## config.mk

```make
export PLATFORM = sky130hd
export DESIGN_NAME = cmd_read_row_flat
export DESIGN_NICKNAME = d
export VERILOG_FILES = /design/src/design/matrix_pkg.sv /design/src/design/fb_write_if.sv /design/src/design/cmd_read_row.sv /design/src/flat_wrapper.sv
export VERILOG_INCLUDE_DIRS = /design/src /design/src/design
export SDC_FILE = /design/constraint.sdc
export NUM_CORES = 1
export LEC_CHECK = 0
export ABC_AREA = 1
export BUFFER_PORTS_ARGS = -buffer_cell sky130_fd_sc_hd__buf_2
export CELL_PAD_IN_SITES_DETAIL_PLACEMENT = 2
export CELL_PAD_IN_SITES_GLOBAL_PLACEMENT = 2
export CORE_MARGIN = 2
export CORE_UTILIZATION = 35
export CTS_BUF_LIST = sky130_fd_sc_hd__clkbuf_2 sky130_fd_sc_hd__clkbuf_4 sky130_fd_sc_hd__clkbuf_8
export DETAILED_ROUTE_END_ITERATION = 12
export PLACE_DENSITY_LB_ADDON = 0.1
export SLEW_MARGIN = 0
export SYNTH_ARGS = -nofsm -noshare
export SYNTH_HDL_FRONTEND = slang
export SYNTH_SLANG_ARGS = --single-unit
```

## constraint.sdc

```tcl
create_clock -name clk -period 2.95 [get_ports clk]
set_clock_uncertainty 0.15 [all_clocks]
set_input_delay 0.885 -clock clk [delete_from_list [all_inputs] [get_ports clk]]
set_output_delay 0.885 -clock clk [all_outputs]
set_load 0.1 [all_outputs]
```

## src/design/matrix_params.svh

```systemverilog
`ifndef MATRIX_PARAMS_SVH
`define MATRIX_PARAMS_SVH

// **********************************************************************
// panel geometry
// **********************************************************************

`define MATRIX_PIXEL_HEIGHT     32      // rows on the panel.
`define MATRIX_PIXEL_WIDTH      64      // columns per row.
`define MATRIX_BYTES_PER_PIXEL  3       // r, g, b.

// **********************************************************************
// host command set
// **********************************************************************

`define MATRIX_OP_READ_ROW      8'h01   // load one row.

`endif

```

## src/design/matrix_pkg.sv

```systemverilog
`default_nettype none

`include "matrix_params.svh"

package matrix_pkg;

    // frame-buffer address fields.
    typedef logic [$clog2(`MATRIX_PIXEL_HEIGHT)-1:0]    row_t;
    typedef logic [$clog2(`MATRIX_PIXEL_WIDTH)-1:0]     column_t;
    typedef logic [$clog2(`MATRIX_BYTES_PER_PIXEL)-1:0] pixel_sel_t;

    typedef logic [7:0] byte_t;

    // opcodes the dispatcher knows about.
    typedef enum logic [7:0] {
        CMD_READ_ROW = `MATRIX_OP_READ_ROW,
        CMD_UNKNOWN  = 8'hFF
    } cmd_opcode_e;

endpackage

`default_nettype wire

```

## src/design/fb_write_if.sv

```systemverilog
`timescale 1ns/1ps
`default_nettype none

interface fb_write_if;
    import matrix_pkg::*;

    row_t       row;
    column_t    column;
    pixel_sel_t pixel;
    byte_t      data;
    logic       write_enable;
    logic       access_start;   // toggles once per byte.

    modport requester (
        output row, column, pixel, data,
        output write_enable, access_start
    );

    modport memory (
        input row, column, pixel, data,
        input write_enable, access_start
    );

endinterface

`default_nettype wire

```

## src/design/cmd_read_row.sv

```systemverilog
`timescale 1ns/1ps
`default_nettype none

`include "matrix_params.svh"

module cmd_read_row (
    input  wire logic              clk,
    input  wire logic              reset,
    input  wire logic              enable,
    input  wire matrix_pkg::byte_t data_in,
    fb_write_if.requester          wr,
    output logic                   done
);
    import matrix_pkg::*;

    typedef enum logic [1:0] {
        ST_ROW_CAPTURE,
        ST_PRIME_WRITE,
        ST_ROW_CONTENT,
        ST_DONE
    } state_e;

    localparam column_t    LAST_COLUMN = column_t'(`MATRIX_PIXEL_WIDTH - 1);
    localparam pixel_sel_t LAST_PIXEL  = pixel_sel_t'(`MATRIX_BYTES_PER_PIXEL - 1);

    state_e     state;
    row_t       row;
    column_t    column;
    pixel_sel_t pixel;
    byte_t      data;
    logic       write_enable;
    logic       access_start;
    logic       last_byte;

    // next step lands on column 0, pixel 0.
    assign last_byte = (column == '0) && (pixel == pixel_sel_t'(1));

    // **********************************************************************
    // row load FSM
    // **********************************************************************

    always_ff @(posedge clk or posedge reset) begin
        if (reset) begin
            state        <= ST_ROW_CAPTURE;
            row          <= '0;
            column       <= '0;
            pixel        <= '0;
            write_enable <= 1'b0;
            access_start <= 1'b0;
            done         <= 1'b0;
        end else begin
            case (state)
                ST_ROW_CAPTURE: begin
                    if (enable) begin
                        row   <= data_in[$bits(row_t)-1:0]; // upper bits ignored.
                        state <= ST_PRIME_WRITE;
                    end
                end
                ST_PRIME_WRITE: begin
                    if (enable) begin
                        // first colour byte goes to the top address.
                        column       <= LAST_COLUMN;
                        pixel        <= LAST_PIXEL;
                        write_enable <= 1'b1;
                        access_start <= ~access_start;
                        state        <= ST_ROW_CONTENT;
                    end
                end
                ST_ROW_CONTENT: begin
                    if (enable) begin
                        access_start <= ~access_start;
                        if (pixel == '0) begin
                            pixel  <= LAST_PIXEL;
                            column <= column - 1'b1;
                        end else begin
                            pixel <= pixel - 1'b1;
                        end
                        if (last_byte) begin
                            done  <= 1'b1;
                            state <= ST_DONE;
                        end
                    end
                end
                ST_DONE: begin
                    done         <= 1'b0;
                    write_enable <= 1'b0;
                    state        <= ST_ROW_CAPTURE;
                end
                default: state <= ST_ROW_CAPTURE;
            endcase
        end
    end

    always_ff @(posedge clk) begin
        if (enable && (state == ST_PRIME_WRITE || state == ST_ROW_CONTENT)) begin
            data <= data_in;
        end
    end

    assign wr.row          = row;
    assign wr.column       = column;
    assign wr.pixel        = pixel;
    assign wr.data         = data;
    assign wr.write_enable = write_enable;
    assign wr.access_start = access_start;

    assert property (@(posedge clk) disable iff (reset) done |=> !done)
    else $error("done held longer than one cycle");

    assert property (@(posedge clk) disable iff (reset)
        $changed(access_start) |-> write_enable)
    else $error("write request issued without write enable");

endmodule

`default_nettype wire

```

## src/flat_wrapper.sv

```systemverilog
// flat-port wrapper written by rule: the top's interface ports become plain ports
module cmd_read_row_flat import matrix_pkg::*;
  (clk, reset, enable, data_in, done, wr_row, wr_column, wr_pixel, wr_data, wr_write_enable, wr_access_start);
  fb_write_if wr_i ();
  input  wire logic clk;
  input  wire logic reset;
  input  wire logic enable;
  input  wire matrix_pkg::byte_t data_in;
  output logic done;
  output wire logic [$bits(wr_i.row)-1:0] wr_row;
  output wire logic [$bits(wr_i.column)-1:0] wr_column;
  output wire logic [$bits(wr_i.pixel)-1:0] wr_pixel;
  output wire logic [$bits(wr_i.data)-1:0] wr_data;
  output wire logic [$bits(wr_i.write_enable)-1:0] wr_write_enable;
  output wire logic [$bits(wr_i.access_start)-1:0] wr_access_start;
  assign wr_row = wr_i.row;
  assign wr_column = wr_i.column;
  assign wr_pixel = wr_i.pixel;
  assign wr_data = wr_i.data;
  assign wr_write_enable = wr_i.write_enable;
  assign wr_access_start = wr_i.access_start;
  cmd_read_row u_core (.clk(clk), .reset(reset), .enable(enable), .data_in(data_in), .wr(wr_i), .done(done));
endmodule
```

==> reports/summary.txt <==
count of cells along the worst hold path - 1
Slew @ Worst Pin - 0.7319 ns
clock sink count - 26
area of all placed cells without fillers - 1536 um^2
number of iterations in the first detailed-routing pass - 4
drt wl/cell - 14.31 um
r2r setup slk - 1.23 ns
number of buffer and inverter stages on the critical path - 1
mean instance size in the synthesized netlist - 10.38 um^2
Sum Neg Setup Slack - 0 ns
total routing usage reported by global routing - 16.08%
HPWL Detailed - 2369 um
cell family with the largest share of critical-path delay - buffers and inverters
DRC marker count from the first detailed-route iteration - 23
buffer type at the clock tree root - clkbuf_4
number of cells traversed by the worst register-to-register path - 9
buffers inserted by post-CTS timing repair - 0
pin count of the biggest net entering global routing - 19
total nets after synthesis - 142
unique cell type count in the Yosys netlist - 22
Core Footprint - 3390 um^2
footprint of the multi-input gates - 485.5 um^2
via count - 964
reg-to-reg startpoint - u_core.state[0]$_DFFE_PP0P_
highest net fanout along the worst path - 5
highest achievable clock rate - 442.0 MHz
final standard cell count with taps included and fillers excluded - 205
number of I/O port buffers - 34
Resize count post-CTS - 0
area grow syn2layout - 22.31%
fin crit period - 2.263 ns
complex-gate fraction of the synthesized area - 4.482%
DRC - 0
clock buffer count from CTS - 3
fraction of the mapped netlist area in adder cells - 9.960%
combinational family with the most area after synthesis - simple AND/OR/NAND/NOR gates
final period utilization - 76.70%
maximum count of clock buffers along a single path - 2
xor and xnor fraction of the mapped netlist area - 0.6972%
mux contribution to synthesized area - 4.482%
gate count after technology mapping - 121
remaining global-route overflow - 0
antenna viol nets, final - 0
final setup violation count - 0
category of the critical setup timing path - flop to output port
depth of the CTS H-tree - 1
chain of cells forming the critical path - buf_2
r2r endpoint - u_core.wr.column[2]$_DFFE_PP0P_
die height - 63.91 um
final-layout fill cell count - 371
clock tree from TritonCTS - built
hold-fix buffers at CTS - 0
starting density of the core - 37.06%
Die ar. - 4084 um^2
register area - 690.7 um^2
vias in the first global route - 1076
post-synthesis instance area - 1256 um^2
data arrival at the endpoint of the critical path - 1.23 ns
outcome - finished clean
hold-critical path endpoint - u_core.wr.access_start$_DFFE_PP0P_
number of rows in the core area - 21
initial antenna violation count - 0
fraction of layout instances using a drive strength above 1 - 33.96%
number of violations of the max-capacitance limit - 0
width of the chip - 63.91 um
final count of hold timing violations - 0
area share of and/or/nand/nor cells after synthesis - 19.02%
source of the worst hold timing path - u_core.wr.access_start$_DFFE_PP0P_
count of pins on the block boundary - 35
unrepaired setup endpoints after global routing - no
cell area after placement - 1484 um^2
post-synthesis sequential area ratio - 54.98%
CP required - 1.92 ns
count of final max-slew check failures - 0
average vias per placed instance - 4.702
worst-skew pair later-pin latency - 0.33 ns
routed wire length - 2934 um
antenna cell count - 0
Slowest-stage cell, CP - buf_2
final estimated routing congestion in global placement - 0.7216
number of cells in the design after placement - 201
wire length of the first global-routing pass - 5119 um
nature of the critical path startpoint - flop
stage delay of the slowest cell on the critical path - 0.46 ns
final setup margin - 0.6874 ns
yosys synthesis warning count - 0
register clock-pin slew on the reported worst setup and hold paths - 0.15 ns
post-placement worst setup slack - 1.040 ns
endpoint class of the critical path - output port
HP Class - flop to flop
relative slew slack - 51.16%
Seq cells post-synth - 26
number of nets in the finished design - 181
synth_stat cells:
master     n  area [um^2]
nand2_2    3        18.77
edfxtp_1   8        240.2
o21ai_1    1        5.000
nand3_2    2        20.02
nand4_1    2        12.51
o21bai_1   1        7.510
nor2_4     1        11.26
o21ai_0    6        30.03
or2_2      2        12.51
dfrtp_1   18        450.4
ha_1      10        125.1
xnor2_1    1        8.760
nand3_1    9        45.04
nor2_2     1        6.260
clkinv_2   1        5.000
mux2_2     5        56.30
nand2_4    1        11.26
nand2_1   22        82.58
inv_1     20        75.07
a32oi_1    1        8.760
nor2_1     5        18.77
a21oi_1    1        5.000
per-stage QoR:
step	hold WS, ns	util [%]
2_1_floorplan	0.3401	-
3_3_place_gp	0.3087	43.78
3_5_place_dp	0.3127	43.78
4_1_cts	0.3359	45.33
5_1_grt	0.3812	45.33
6_report	0.3309	45.33
worst max-delay path by stage:
stage | from | to | slack (ns) | cells after the start
global placement | u_core.wr.column[3]$_DFFE_PP0P_ | wr_column[3] | 1.05 | 1
floorplan | u_core.wr.pixel[0]$_DFFE_PP0P_ | u_core.wr.column[2]$_DFFE_PP0P_ | 0.88 | 8
CTS | u_core.wr.column[3]$_DFFE_PP0P_ | wr_column[3] | 0.66 | 1
global route | u_core.wr.column[2]$_DFFE_PP0P_ | wr_column[2] | 0.61 | 1
detailed placement | enable | u_core.state[0]$_DFFE_PP0P_ | 1.04 | 8
finish | u_core.wr.column[3]$_DFFE_PP0P_ | wr_column[3] | 0.69 | 1
area by class of cell:
cell class              count  area share, %
clock buffers               3          1.466
clock inverters             1          1.954
inverters                  21          5.212
multi-input cells          74          31.60
flip-flops and latches     26          44.95
well taps                  46          3.746
repair buffers             34          11.07
registers in the layout, summed over array words and instances (netlist names):
signal                  count
u_core.wr.column            6
u_core.done                 1
u_core.state                2
u_core.wr.write_enable      1
u_core.wr.row               5
u_core.wr.pixel             2
u_core.wr.data              8
u_core.wr.access_start      1
per-layer routing:
layer  vias up  track usage, %  wire length (um)
met5         -               0                 0
met4         0           4.891                38
met3         4           2.465               121
met2        30           29.04              1517
met1       468           19.55              1257
li1        462               -                 -
cells in the final DEF (no fill, tap or decap), drive strengths merged, types with 2 or more instances in the layout:
master	Yosys	routed
nand4	2	2
o21ai	7	7
ha	10	10
buf	0	34
nand3	11	11
inv	20	20
dfrtp	18	18
mux2	5	5
clkbuf	0	3
edfxtp	8	8
nand2	26	26
nor2	7	7
or2	2	2
cells by family (layout without fill, tap and decap cells):
| group | count (synthesis) | in the layout |
|---|---|---|
| XOR/XNOR | 1 | 1 |
| AND/OR/NAND/NOR | 48 | 48 |
| adder cells (fa/ha/maj) | 10 | 10 |
| AO/OA/AOI/OAI | 10 | 10 |
| flip-flops | 26 | 26 |
| multiplexers | 5 | 5 |
| buffers and inverters | 21 | 59 |
Power is left out: the tool's default activity adds up to more than one toggle a clock period on the data nets, which glitch-free logic cannot reach.
